[src/loadPkg.sv]
package loadPkg;

    localparam int WordW   = 32;
    localparam int OpcodeW = 6;

    typedef logic [WordW-1:0]   word_t;   // memory word and result
    typedef logic [WordW-1:0]   addr_t;   // effective address
    typedef logic [WordW-1:0]   instr_t;  // full instruction word
    typedef logic [OpcodeW-1:0] opcode_t; // primary opcode, instr bits 31:26

    // supported load opcodes
    localparam opcode_t OpLw  = 6'd35;
    localparam opcode_t OpLb  = 6'd32;
    localparam opcode_t OpLbu = 6'd36;
    localparam opcode_t OpLh  = 6'd33;
    localparam opcode_t OpLhu = 6'd37;
    localparam opcode_t OpLui = 6'd15;

    localparam int NumLanes  = 4;
    localparam int LaneDepth = 2; // fifo entries per lane

    // credits the sender holds after reset
    localparam int TotalCredits = NumLanes * LaneDepth;

    typedef logic [$clog2(NumLanes)-1:0] laneSel_t;
    typedef logic [$clog2(TotalCredits+1)-1:0] credit_t;

    // lane fifo bookkeeping
    typedef logic [$clog2(LaneDepth)-1:0]   fifoPtr_t;
    typedef logic [$clog2(LaneDepth+1)-1:0] fifoCount_t;

    typedef logic [1:0] byteOffset_t; // address bits 1:0

endpackage

[src/laneIf.sv]
interface laneIf;
    import loadPkg::*;

    // dispatcher to lane
    logic   push;
    addr_t  pushAddr;
    instr_t pushInstr;
    word_t  pushData;

    // lane head, combinational
    logic   nonEmpty;
    word_t  result;
    logic   error;

    // collector to lane
    logic   pop;

    modport dispatch (
        output push, pushAddr, pushInstr, pushData
    );

    modport lane (
        input  push, pushAddr, pushInstr, pushData, pop,
        output nonEmpty, result, error
    );

    modport collect (
        input  nonEmpty, result, error,
        output pop
    );

endinterface

[src/loadDispatcher.sv]
module loadDispatcher (
    input  logic            clk,
    input  logic            reset,
    input  logic            reqValid,
    input  loadPkg::addr_t  reqAddr,
    input  loadPkg::instr_t reqInstr,
    input  loadPkg::word_t  reqData,
    laneIf.dispatch         lanes [loadPkg::NumLanes]
);
    import loadPkg::*;

    laneSel_t lanePtr; // lane that takes the next request

    // one payload register shared by all lanes
    addr_t  addrQ;
    instr_t instrQ;
    word_t  dataQ;

    always_ff @(posedge clk) begin
        if (reset) begin
            lanePtr <= '0;
        end else if (reqValid) begin
            if (lanePtr == laneSel_t'(NumLanes - 1)) begin
                lanePtr <= '0;
            end else begin
                lanePtr <= lanePtr + 1'b1;
            end
        end
    end

    always_ff @(posedge clk) begin
        if (reqValid) begin
            addrQ  <= reqAddr;
            instrQ <= reqInstr;
            dataQ  <= reqData;
        end
    end

    // per lane push strobe, only the pointed lane fires
    for (genvar i = 0; i < NumLanes; i++) begin : gLane
        always_ff @(posedge clk) begin
            if (reset) begin
                lanes[i].push <= 1'b0;
            end else begin
                lanes[i].push <= reqValid && (lanePtr == laneSel_t'(i));
            end
        end

        assign lanes[i].pushAddr  = addrQ;
        assign lanes[i].pushInstr = instrQ;
        assign lanes[i].pushData  = dataQ;
    end

endmodule

[src/loadAlignLane.sv]
module loadAlignLane (
    input logic clk,
    input logic reset,
    laneIf.lane port
);
    import loadPkg::*;

    addr_t  addrMem  [LaneDepth];
    instr_t instrMem [LaneDepth];
    word_t  dataMem  [LaneDepth];

    fifoPtr_t   wrPtr;
    fifoPtr_t   rdPtr;
    fifoCount_t count;

    addr_t       headAddr;
    instr_t      headInstr;
    word_t       headData;
    opcode_t     opcode;
    byteOffset_t offset;
    logic [7:0]  selByte;
    logic [15:0] selHalf;

    function automatic fifoPtr_t nextPtr(fifoPtr_t ptr);
        return (ptr == fifoPtr_t'(LaneDepth - 1)) ? '0 : ptr + 1'b1;
    endfunction

    always_ff @(posedge clk) begin
        if (port.push) begin
            addrMem[wrPtr]  <= port.pushAddr;
            instrMem[wrPtr] <= port.pushInstr;
            dataMem[wrPtr]  <= port.pushData;
        end
    end

    always_ff @(posedge clk) begin
        if (reset) begin
            wrPtr <= '0;
            rdPtr <= '0;
            count <= '0;
        end else begin
            if (port.push) wrPtr <= nextPtr(wrPtr);
            if (port.pop) rdPtr <= nextPtr(rdPtr);
            case ({port.push, port.pop})
                2'b10:   count <= count + 1'b1;
                2'b01:   count <= count - 1'b1;
                default: count <= count; // both or neither
            endcase
        end
    end

    assign port.nonEmpty = (count != '0);

    assign headAddr  = addrMem[rdPtr];
    assign headInstr = instrMem[rdPtr];
    assign headData  = dataMem[rdPtr];
    assign opcode    = headInstr[31:26];
    assign offset    = headAddr[1:0];

    // big endian, offset 0 is the top byte
    always_comb begin
        case (offset)
            2'd0:    selByte = headData[31:24];
            2'd1:    selByte = headData[23:16];
            2'd2:    selByte = headData[15:8];
            default: selByte = headData[7:0];
        endcase
    end

    assign selHalf = offset[1] ? headData[15:0] : headData[31:16];

    // zero data with error unless a rule below accepts the load
    always_comb begin
        port.result = '0;
        port.error  = 1'b1;
        case (opcode)
            OpLw: begin
                if (offset == 2'd0) begin
                    port.result = headData;
                    port.error  = 1'b0;
                end
            end
            OpLb: begin
                port.result = {{24{selByte[7]}}, selByte}; // sign extend
                port.error  = 1'b0;
            end
            OpLbu: begin
                port.result = {24'h000000, selByte};
                port.error  = 1'b0;
            end
            OpLh: begin
                if (!offset[0]) begin // offsets 0 and 2 only
                    port.result = {{16{selHalf[15]}}, selHalf};
                    port.error  = 1'b0;
                end
            end
            OpLhu: begin
                if (!offset[0]) begin
                    port.result = {16'h0000, selHalf};
                    port.error  = 1'b0;
                end
            end
            OpLui: begin
                // address is ignored here
                port.result = {headInstr[15:0], 16'h0000};
                port.error  = 1'b0;
            end
            default: ;
        endcase
    end

endmodule

[src/loadCollector.sv]
module loadCollector (
    input  logic           clk,
    input  logic           reset,
    laneIf.collect         lanes [loadPkg::NumLanes],
    input  logic           respCredit,
    output logic           reqCredit,
    output logic           respValid,
    output loadPkg::word_t respData,
    output logic           respError
);
    import loadPkg::*;

    logic  laneReady  [NumLanes];
    word_t laneResult [NumLanes];
    logic  laneError  [NumLanes];

    laneSel_t headPtr; // lane holding the oldest result
    credit_t  credits; // downstream grants not yet used
    logic     popFire;

    for (genvar i = 0; i < NumLanes; i++) begin : gLane
        assign laneReady[i]  = lanes[i].nonEmpty;
        assign laneResult[i] = lanes[i].result;
        assign laneError[i]  = lanes[i].error;
        assign lanes[i].pop  = popFire && (headPtr == laneSel_t'(i));
    end

    // oldest result leaves only with a downstream credit in hand
    assign popFire = laneReady[headPtr] && (credits != '0);

    always_ff @(posedge clk) begin
        if (reset) begin
            credits <= '0;
        end else if (respCredit && !popFire) begin
            credits <= credits + 1'b1;
        end else if (!respCredit && popFire) begin
            credits <= credits - 1'b1;
        end
    end

    always_ff @(posedge clk) begin
        if (reset) begin
            headPtr <= '0;
        end else if (popFire) begin
            if (headPtr == laneSel_t'(NumLanes - 1)) begin
                headPtr <= '0;
            end else begin
                headPtr <= headPtr + 1'b1;
            end
        end
    end

    always_ff @(posedge clk) begin
        if (reset) begin
            respValid <= 1'b0;
        end else begin
            respValid <= popFire;
        end
    end

    always_ff @(posedge clk) begin
        if (popFire) begin
            respData  <= laneResult[headPtr];
            respError <= laneError[headPtr];
        end
    end

    // the fifo slot is free once its result goes out
    assign reqCredit = respValid;

endmodule

[src/loadUnit.sv]
module loadUnit (
    input  logic            clk,
    input  logic            reset,

    input  logic            reqValid,
    input  loadPkg::addr_t  reqAddr,
    input  loadPkg::instr_t reqInstr,
    input  loadPkg::word_t  reqData,
    output logic            reqCredit,

    input  logic            respCredit,
    output logic            respValid,
    output loadPkg::word_t  respData,
    output logic            respError
);
    import loadPkg::*;

    laneIf laneBus [NumLanes] (); // one bundle per lane

    loadDispatcher uDispatch (
        .clk      (clk),
        .reset    (reset),
        .reqValid (reqValid),
        .reqAddr  (reqAddr),
        .reqInstr (reqInstr),
        .reqData  (reqData),
        .lanes    (laneBus)
    );

    // identical lanes, filled and drained in the same round-robin order
    for (genvar i = 0; i < NumLanes; i++) begin : gLane
        loadAlignLane uLane (
            .clk   (clk),
            .reset (reset),
            .port  (laneBus[i])
        );
    end

    loadCollector uCollect (
        .clk        (clk),
        .reset      (reset),
        .lanes      (laneBus),
        .respCredit (respCredit),
        .reqCredit  (reqCredit),
        .respValid  (respValid),
        .respData   (respData),
        .respError  (respError)
    );

endmodule

[config.mk]
export PLATFORM = sky130hd
export DESIGN_NAME = loadUnit
export DESIGN_NICKNAME = d
export VERILOG_FILES = /design/src/loadPkg.sv /design/src/laneIf.sv /design/src/loadDispatcher.sv /design/src/loadAlignLane.sv /design/src/loadCollector.sv /design/src/loadUnit.sv
export SDC_FILE = /design/constraint.sdc
export NUM_CORES = 1
export LEC_CHECK = 0
export BUFFER_PORTS_ARGS = -buffer_cell sky130_fd_sc_hd__buf_2
export CAP_MARGIN = 0
export CORE_UTILIZATION = 60
export DETAILED_ROUTE_END_ITERATION = 6
export PLACE_DENSITY = 0.85
export SKIP_LAST_GASP = 1
export SYNTH_ARGS = -nofsm -noshare
export SYNTH_HDL_FRONTEND = slang
export SYNTH_SLANG_ARGS = --single-unit
[constraint.sdc]
create_clock -name clk -period 6.67 [get_ports clk]
set_input_delay 0.667 -clock clk [delete_from_list [all_inputs] [get_ports clk]]
set_output_delay 0.667 -clock clk [all_outputs]
set_load 0.02 [all_outputs]
==> After elaboration in Yosys (flattened, before gate mapping) <==
Memory sizes are Yosys's and may differ from the RTL's. A register that Yosys moved wholly into a read port is not among the register bits.
Index checks and enable logic that the tools add are counted.
{ "totals": {"reg_bits": 158, "mem_bits_rw": 768, "in_bits": 100, "out_inout_bits": 35, "elab_cells": 235, "mem_count": 12} }
{ "mem_list": {"columns": ["name", "words", "width", "read_ports", "rd_clocked_by_memory_dff", "wr", "line_no", "rtl"], "rows": [
  ["gLane[0].uLane.addrMem", 2, 32, 1, 1, 1, "loadAlignLane.sv:8", "addr_t addrMem [LaneDepth];"],
  ["gLane[0].uLane.dataMem", 2, 32, 1, 1, 1, "loadAlignLane.sv:10", "word_t dataMem [LaneDepth];"],
  ["gLane[0].uLane.instrMem", 2, 32, 1, 1, 1, "loadAlignLane.sv:9", "instr_t instrMem [LaneDepth];"],
  ["gLane[1].uLane.addrMem", 2, 32, 1, 1, 1, "loadAlignLane.sv:8", null],
  ["gLane[1].uLane.dataMem", 2, 32, 1, 1, 1, "loadAlignLane.sv:10", null],
  ["gLane[1].uLane.instrMem", 2, 32, 1, 1, 1, "loadAlignLane.sv:9", null],
  ["6 more memories", null, null, null, null, null, null, null]
]} }
{ "op_classes": {"add_sub_neg": 20, "n_lt_le_gt_ge": 1, "eq_ne": 46, "muxes": 93, "bitwise": 1, "reduce_logical": 37} }
{ "ops": {"columns": ["cell", "n"], "rows": [
  ["32-bit case mux with 6 select lines", 4],
  ["32-bit 2-to-1 mux", 10],
  ["16-bit 2-to-1 mux", 8],
  ["6-bit == test (second input constant)", 20],
  ["8-bit case mux with 3 select lines", 4],
  ["32-bit binary-select mux with 2-bit select", 1],
  ["1-bit 2-to-1 mux", 52],
  ["2-bit == test (second input constant)", 12],
  ["6-bit by 4-bit == test with 1-bit output (second input constant)", 4],
  ["2-bit by 1-bit == test with 1-bit output (second input constant)", 10],
  ["2-bit nonzero test", 9],
  ["2-bit case mux with 2 select lines", 4],
  ["2-bit by 1-bit adder with 2-bit output (second input constant)", 6],
  ["2-bit logical NOT", 6],
  ["1-bit case mux with 3 select lines", 4],
  ["3-bit OR reduction", 4],
  ["1-bit logical AND", 11],
  ["1-bit adder (second input constant)", 8],
  ["4-bit 2-to-1 mux", 2],
  ["2-bit OR reduction", 4],
  ["2-bit by 1-bit subtractor with 2-bit output (second input constant)", 4],
  ["4-bit by 1-bit adder with 4-bit output (second input constant)", 1],
  ["1-bit binary-select mux with 2-bit select", 2],
  ["2-bit 2-to-1 mux", 2],
  ["other kinds (5)", 6]
]} }

==> Depth between registers and ports, before layout <==
Gate-level depths: netlist of the first run.
{ "logic_depth": {"depth_word": 8, "mapped_depth": 13, "mapped_depth_nobuf": 12} }

==> Hierarchy <==
A second synthesis of the first run with hierarchy kept.
{ "unflattened": {"hier_cells": 1860, "hier_area_um2": 28315.9} }
{ "by_module_without_submodules": {"columns": ["mod", "instances", "cells_per_inst", "area_per_inst_um2", "seq_area_each_um2"], "rows": [
  ["loadAlignLane at gLane[1].uLane ...", 3, 327, 5107.4, 3463.3],
  ["loadAlignLane at gLane[0].uLane", 1, 349, 5447.7, 3463.3],
  ["loadDispatcher", 1, 405, 5285.1, 3002.9],
  ["loadCollector", 1, 125, 2260.9, 1131.1]
]} }

==> Worst setup path before layout of the first run <==
Ideal clock, no wire load.
{ "synth_timing": {"path_kind": "register -> register", "startpoint": "reg uCollect.headPtr[0]", "endpoint": "reg uCollect.credits[3]", "setup_time_ns": 0.071, "arrival_time_ns": 4.444, "t_required_ns": 6.599, "setup_slack_ns": 2.155, "path_stages_with_launch": 14, "n_path_buf": 1, "period_less_slack_ns": 4.515, "cell_sequence": "dfxtp_1 -> buf_2 -> clkinv_1 -> mux4_2 -> nor2_1 -> inv_1 -> ha_1 -> inv_1 -> ha_1 -> a21o_1 -> a21oi_1 -> xnor2_1 -> or3_1 -> a21oi_1"} }
{ "synth_via": {"elab_chain_len": 8, "elab_cells_between_ends": 10, "classes_between": "mux: 4; bitwise: 1; reduce/logical: 5"} }
{ "synth_rtl": {"columns": ["item", "line_no", "rtl"], "rows": [
  ["start: declaration", "loadCollector.sv:17", "laneSel_t headPtr;"],
  ["start signal: assignment", "loadCollector.sv:48", "headPtr <= headPtr + 1'b1;"],
  ["2-bit inverter with 3-bit output (implied by the code) *", "loadCollector.sv:29", "assign popFire = laneReady[headPtr] && (credits != '0);"],
  ["1-bit binary-select mux with 2-bit select *", "loadCollector.sv:29", null],
  ["1-bit 2-to-1 mux (implied by the code) * (2 in a row)", "loadCollector.sv:29", null],
  ["1-bit logical AND *", "loadCollector.sv:29", null],
  ["net uCollect.popFire", "loadCollector.sv:19", "logic popFire;"],
  ["1-bit logical NOT", "loadCollector.sv:34", "end else if (respCredit && !popFire) begin"],
  ["1-bit logical AND", "loadCollector.sv:34", null],
  ["4-bit 2-to-1 mux / 2-bit nonzero test (equally long branches)", null, null],
  ["end signal: assignment", "loadCollector.sv:35", "credits <= credits + 1'b1;"],
  ["end signal: assignment", "loadCollector.sv:37", "credits <= credits - 1'b1;"],
  ["end: declaration", "loadCollector.sv:18", "credit_t credits;"]
]} }
Mark *: on every way through the listed nets, which the timed path passes. The rest lies on a longest branch. The select of a mux whose other input is x is not followed.
A chain may end at the register's enable or synchronous reset.

==> results of run 1 <==
## area by class of cell
cell class,instances,share of cell area
timing repair buffer,121,0.0250
clock inverter,36,0.0119
clock buffer,67,0.0543
sequential,570,0.624
tap,525,0.0244
multi-input combinational,908,0.257
inverter,21,0.00293
## final timing paths
| path | startpoint | to | slack (ns) | depth (start not counted) |
|---|---|---|---|---|
| min | reqData[0] | uDispatch.lanes[0].pushData[0] | 0.23 | 1 |
| max reg2reg | flop | uCollect.respData[23] | 2.64 | 7 |
| min reg2reg | gLane[3].uLane.count[1] | gLane[3].uLane.count[1] | 0.49 | 2 |
| max | flop | uCollect.respData[23] | 2.64 | 7 |
## metrics by stage
stage | hold slack (ns) | instances | cell area (sq um)
floorplan | 0.459 | 1582 | 24100
global placement | 0.465 | 2145 | 25100
detailed placement | 0.479 | 2145 | 25100
CTS | 0.198 | 2248 | 26900
global route | 0.204 | 2248 | 26900
finish | 0.226 | 2248 | 26900
## report_power, final
group	internal, uW	total (uW)	switching [uW]
combinational	352	1030	679
clock	1750	3080	1330
sequential	4140	4320	175
## cells by family (layout without fill, tap and decap cells)
group / count (synthesis) / count (layout) / share of synthesized area
buf+inv: 104 / 245 / 0.0193
xor+xnor: 19 / 19 / 0.00690
mux: 216 / 216 / 0.0925
flops: 570 / 570 / 0.696
compound gates: 432 / 432 / 0.125
simple gates: 225 / 225 / 0.0519
fa+ha+maj: 16 / 16 / 0.00861
## layout by cell type, fill, tap and decap left out, drive strengths merged, types with 8 or more instances in the layout
| cell | instances |
|---|---|
| clkinv | 27 |
| inv | 22 |
| a32oi | 28 |
| or3 | 12 |
| nor3 | 10 |
| buf | 121 |
| o221ai | 31 |
| o32ai | 30 |
| a211oi | 11 |
| ha | 15 |
| o21ai | 104 |
| xnor2 | 14 |
| clkbuf | 67 |
| a32o | 11 |
| or3b | 8 |
| o22a | 19 |
| edfxtp | 537 |
| o2bb2ai | 9 |
| nor2 | 54 |
| a22oi | 10 |
| nand2b | 16 |
| nand2 | 45 |
| mux2 | 36 |
| and2 | 17 |
| nand3 | 16 |
| dfxtp | 33 |
| o22ai | 55 |
| a21oi | 70 |
| o31ai | 19 |
| mux2i | 178 |
## worst max-delay path, cell delays in order, from the launching register on
cell	delay, ns
dfxtp_4	0.73
buf_4	0.63
mux2i_1	0.29
mux2i_1	0.28
nand2_1	0.07
a21oi_1	0.83
a21oi_1	0.55
a32oi_1	0.41
## registers in the layout, indices dropped and copies added (netlist names), 8 cells and up, named ones only
| signal | cells |
|---|---|
| gLane.uLane.addrMem | 16 |
| gLane.uLane.count | 8 |
| gLane.uLane.dataMem | 256 |
| gLane.uLane.instrMem | 176 |
| uCollect.respData | 32 |
| uDispatch.lanes.pushData | 32 |
| uDispatch.lanes.pushInstr | 22 |
## per-layer routing
layer | track usage | up-vias | routed length (um)
li1 | - | 6629 | -
met1 | 0.446 | 7557 | 24500
met2 | 0.479 | 1207 | 29200
met3 | 0.0777 | 242 | 8350
met4 | 0.155 | 0 | 3300
met5 | 0 | - | 0
==> flow_summary.json, run 1 <==
{
  "outcome": "complete, but fails checks",
  "failed_checks": "max-capacitance violations, max-slew violations",
  "cts_resized": 0,
  "antenna_cells": 0,
  "synth_edf_count": 537,
  "skew_ns": 0.0126,
  "grt_pass1_wl_um": 95500,
  "insertion_delay_ns": 0.62,
  "syn2layout_area_growth_pct": 11.6,
  "initial_utilization": 0.607,
  "netlist_area_sq_um": 24100,
  "fin_setup_tns_ns": 0,
  "worstPathArrival_ns": 4.44,
  "die_y_um": 203,
  "crit_path_end_kind": "flop",
  "synth_cell_type_count": 79,
  "synth_common_cells": "537 x edfxtp_1, 178 x mux2i_1, 82 x o21ai_0",
  "hold_viol": 0,
  "rows": 73,
  "drive_gt1_frac": 0.161,
  "grt_overflow": 0,
  "netlist_top_cells_area": "edfxtp_1 67%, mux2i_1 7.4%, dfxtp_1 2.7%",
  "cts.sinks": 570,
  "nNetsFinal": 1793,
  "ys.flop_type": "edfxtp_1",
  "grt_use_total": 0.321,
  "post_cts_buffers": 0,
  "wl_per_cell_um": 29.1,
  "worstPathMaxFanout": 39,
  "clk_pin_slew_worst_paths_ns": 0.06,
  "critPathKind": "reg2reg",
  "grt_setup_unrepaired": "false",
  "synth_cells": 1582,
  "fillers": 2598,
  "fin_util": 0.677,
  "drc_errors": 0,
  "multiInputGateArea_sq_um": 6920,
  "fin_crit_ns": 4.03,
  "yosysSeqAreaShare": 0.696,
  "synth_top_cell_area_share": 0.669,
  "synth_area_per_cell_sq_um": 15.2,
  "fmaxAchievable_mhz": 248,
  "synth_warnings": 0,
  "hold_path.class": "in2reg",
  "pre_cts_ws_ns": 2.77,
  "root_buffer": "clkbuf_16",
  "ant_nets": 0,
  "synth_nets": 1698,
  "via_per_inst": 6.96,
  "relSlewSlack": -0.00616,
  "antenna_found_initial": 0,
  "regArea_sq_um": 16800,
  "cp.required_ns": 7.09,
  "cts_made_buffers": 55,
  "p_leak_uw": 0.00840,
  "vdd_drop_max_uv": 272,
  "die_area_sq_um": 41000,
  "yosysMostFrequentCell": "edfxtp_1",
  "synth_area_leader_cell": "edfxtp_1",
  "max_cap_viol_count": 1,
  "vias": 15635,
  "drtIter0Drc": 2635,
  "gp_congestion": 0.978,
  "ios": 135,
  "worst-slew-pin-transition_ns": 1.50,
  "coreArea_sq_um": 39700,
  "firstDrtPassIters": 6,
  "die_w_um": 203,
  "setup_viol": 0,
  "grt_pass1_vias": 15031,
  "dp_hpwl_um": 40900,
  "hold_buffers": 0,
  "grt_max_degree": 60,
  "cts_tree": "built",
  "synth.ff_latch_count": 570,
  "htreeDepth": 2,
  "synthArstFlopShare": 0,
  "p_per_area_nw_per_um2": 313,
  "start_kind": "flop",
  "wl_um": 65400,
  "finalCritPeriodShare": 0.604,
  "slew_viol_final": 9,
  "clockBufferDepth": 3,
  "io_buffer_count": 94,
  "setup_slack_ns": 2.64,
  "report.power.total_uw": 8430
}
(Power assumes the default switching activity.)
==> run 2, diff against run 1 <==
--- a/config.mk
+++ b/config.mk
@@ -5,11 +5,12 @@
 export SDC_FILE = /design/constraint.sdc
 export NUM_CORES = 1
 export LEC_CHECK = 0
+export ABC_AREA = 1
 export BUFFER_PORTS_ARGS = -buffer_cell sky130_fd_sc_hd__buf_2
 export CAP_MARGIN = 0
-export CORE_UTILIZATION = 60
+export CORE_UTILIZATION = 56
 export DETAILED_ROUTE_END_ITERATION = 6
-export PLACE_DENSITY = 0.85
+export PLACE_DENSITY = 0.83
 export SKIP_LAST_GASP = 1
 export SYNTH_ARGS = -nofsm -noshare
 export SYNTH_HDL_FRONTEND = slang
==> constraint.sdc (replaced) <==
create_clock -name clk -period 3.3 [get_ports clk]
set_input_delay 0.33 -clock clk [delete_from_list [all_inputs] [get_ports clk]]
set_output_delay 0.33 -clock clk [all_outputs]
set_load 0.02 [all_outputs]
==> run 2 against run 1 <==
Clock power grew 120%. Flip-flop and latch count stayed put. Power rose by 130%. The run now ends clean. Highest routed layer is now met5. Clock skew increased by 0.017 ns. Critical path type unchanged. Clock-buffer cell count is 3 higher. Sequential share of layout area shrank 8.5 points. Cell area grew 16%. Global-route usage up 3.5 points. Largest power group unchanged. Synthesized area up 14%.
==> flow_summary.json, run 2 <==
{
  "synth_cells": 2909,
  "coreArea_sq_um": 47900,
  "worstPathArrival_ns": 3.51,
  "ant_nets": 0,
  "outcome": "finished clean",
  "grt_max_degree": 70,
  "vias": 21835,
  "max_cap_viol_count": 0,
  "synth_cell_type_count": 43,
  "path_common_cell": "nand2_1",
  "vdd_drop_max_uv": 544,
  "synth-xor-area-share": 0.00128,
  "critPathMaxStageDelay_ns": 0.81,
  "die_y_um": 223,
  "die_w_um": 223,
  "gp_congestion": 0.975,
  "fmaxAchievable_mhz": 331,
  "dp_hpwl_um": 58000,
  "insertion_delay_ns": 0.64,
  "p_leak_uw": 0.0131,
  "ios": 135,
  "holdCritStartpoint": "reqValid",
  "grt_overflow": 0,
  "synth_warnings": 0,
  "finalCritPeriodShare": 0.916,
  "worstPathMaxFanout": 21,
  "netlist_area_sq_um": 27400,
  "post_cts_buffers": 0,
  "root_buffer": "clkbuf_16",
  "synth_area_leader_cell": "edfxtp_1",
  "antenna_found_initial": 1,
  "fin_setup_tns_ns": 0,
  "fin_crit_ns": 3.02,
  "hold_path.class": "in2reg",
  "start_kind": "flop",
  "crit_family": "simple AND/OR/NAND/NOR gates",
  "clockBufferDepth": 3,
  "cp.required_ns": 3.79,
  "worst-slew-pin-transition_ns": 1.08,
  "htreeDepth": 2,
  "rows": 80,
  "synthArstFlopShare": 0,
  "cts.sinks": 570,
  "io_buffer_count": 94,
  "synth_nets": 3025,
  "whs_endpoint": "uDispatch.lanes[0].pushData[29]",
  "post_dp_cell_area_sq_um": 28600,
  "critPathKind": "reg2reg",
  "drc_errors": 0,
  "slew_viol_final": 0,
  "crit_path_top_delay_cell": "nor2_2",
  "clk_pin_slew_worst_paths_ns": 0.06,
  "ys.flop_type": "edfxtp_1",
  "cts_made_buffers": 57,
  "grt_pass1_vias": 21217,
  "cts_tree": "built",
  "crit_path_end_kind": "flop",
  "die_area_sq_um": 49800,
  "relSlewSlack": 0.280,
  "nNetsFinal": 3178,
  "largest_register": "gLane.uLane.dataMem",
  "hold_viol": 0,
  "drive_gt1_frac": 0.130,
  "syn2layout_area_growth_pct": 13.6,
  "grt_pass1_wl_um": 129000,
  "synth.ff_latch_count": 570,
  "crit_path_cell_trace": "inv_2 -> buf_4 -> nand2_1 -> nand2_1 -> nand2_1 -> nor2_2 -> nand2_1 -> inv_2 -> nand2_1 -> nand2_1 -> clkinv_1 -> nand3_1 -> nand3_1 -> nand2_1",
  "wl_um": 86800,
  "setup_viol": 0,
  "largestRegisters": "gLane.uLane.dataMem x256, gLane.uLane.instrMem x176",
  "synth-simple-area-share": 0.277,
  "min_delay_path_depth": 1,
  "synth-compound-area-share": 0.0410,
  "grt_use_total": 0.356,
  "initial_utilization": 0.571,
  "yosysMostFrequentCell": "nand2_1",
  "synthMuxAreaShare": 0,
  "synth_top_cell_area_share": 0.589,
  "via_per_inst": 5.86,
  "fin_util": 0.649,
  "synth_top_family_by_area": "simple AND/OR/NAND/NOR gates",
  "synth-adder-area-share": 0.00758,
  "synth_common_cells": "1,019 x nand2_1, 537 x edfxtp_1, 340 x nand3_1",
  "r2r_setup_slack_ns": 0.28,
  "skew_ns": 0.0301,
  "synth_edf_count": 537,
  "r2r_end": "uCollect.respData[4]",
  "largest_reg_flops": 256,
  "grt_setup_unrepaired": "false",
  "firstDrtPassIters": 5,
  "synth_area_per_cell_sq_um": 9.42,
  "drtIter0Drc": 2611,
  "layout_commonest_cell": "nand2_1",
  "fin_area_sq_um": 31100,
  "p_per_area_nw_per_um2": 618,
  "wl_per_cell_um": 23.3,
  "netlist_top_cells_area": "edfxtp_1 59%, nand2_1 14%, nand3_1 6.2%",
  "final_cell_mix": "1,019 x nand2_1, 537 x edfxtp_1, 340 x nand3_1, 239 x nor2_1, 197 x inv_1",
  "worstRegToRegCells": 14,
  "antenna_cells": 0,
  "yosysSeqAreaShare": 0.613,
  "cp_num_buf_inv": 4,
  "worst-path-stages": 14
}
==> run 2: cell types whose count changed after synthesis, sizes merged, moves of 70 or more <==
cell,before,now
inv,20,211
nand3,16,347
nand2,45,1051
buf,42,112
nor2,54,279
mux2i,178,0
==> run 2: stage by stage <==
| step | power (uW) | setup slack (ns) | hold WS [ns] | instances |
|---|---|---|---|---|
| floorplan | 11000 | 0.0856 | 0.408 | 2909 |
| global placement | 12400 | 0.448 | 0.433 | 3562 |
| detailed placement | 12500 | 0.432 | 0.444 | 3562 |
| CTS | 19200 | 0.398 | 0.0285 | 3723 |
| global route | 19800 | 0.0775 | 0.0561 | 3723 |
| finish | 19200 | 0.276 | 0.0377 | 3723 |
==> run 2: worst register-to-register path, stage by stage (launching register included) <==
cell and delay, ns:
dfxtp_2 0.43, inv_2 0.18, buf_4 0.17, nand2_1 0.05, nand2_1 0.10, nand2_1 0.09
nor2_2 0.81, nand2_1 0.20, inv_2 0.32, nand2_1 0.10, nand2_1 0.08, clkinv_1 0.05
nand3_1 0.10, nand3_1 0.10, nand2_1 0.09
==> run 2: cell families after synthesis <==
| logic type | Yosys count |
|---|---|
| adder cells (fa/ha/maj) | 16 |
| AO/OA/AOI/OAI | 200 |
| XOR/XNOR | 4 |
| AND/OR/NAND/NOR | 1757 |
| buffers and inverters | 362 |
| flip-flops | 570 |
==> run 2: layout make-up <==
cell class	count	area (sq um)
fillers	3695	16800
flip-flops and latches	570	16800
multi-input cells	1977	8970
repair buffers	238	1840
clock buffers	70	1520
inverters	218	823
well taps	615	769
clock inverters	35	413
==> run 2: what timing repair did <==
item | 4_1_cts | 5_1_grt
setup endpoints to repair | 0 | 0
hold endpoints to repair | 56 | 0
resized for setup | 0 | 0
hold buffers | 56 | 0
==> run 2: how the worst max path moves through the flow <==
stage                                   endpoint  slack, ns
floorplan           gLane[0].uLane.addrMem[0][0]       0.09
global placement            uCollect.respData[2]       0.45
detailed placement          uCollect.respData[4]       0.43
CTS                         uCollect.respData[4]       0.40
global route                uCollect.respData[2]       0.08
finish                      uCollect.respData[4]       0.28
==> run 2: report_power, final <==
group | internal (uW) | leakage [uW] | switching (uW)
combinational | 960 | 0.00699 | 2590
sequential | 8470 | 0.00518 | 451
clock | 3960 | 0.000927 | 2800
==> run 2: routing by layer <==
layer	routed length (um)	share of wire	GRT usage
met4	5580	0.064	0.214
met1	33200	0.38	0.469
met2	39000	0.45	0.551
met3	8980	0.10	0.0673
met5	12	0.00014	0
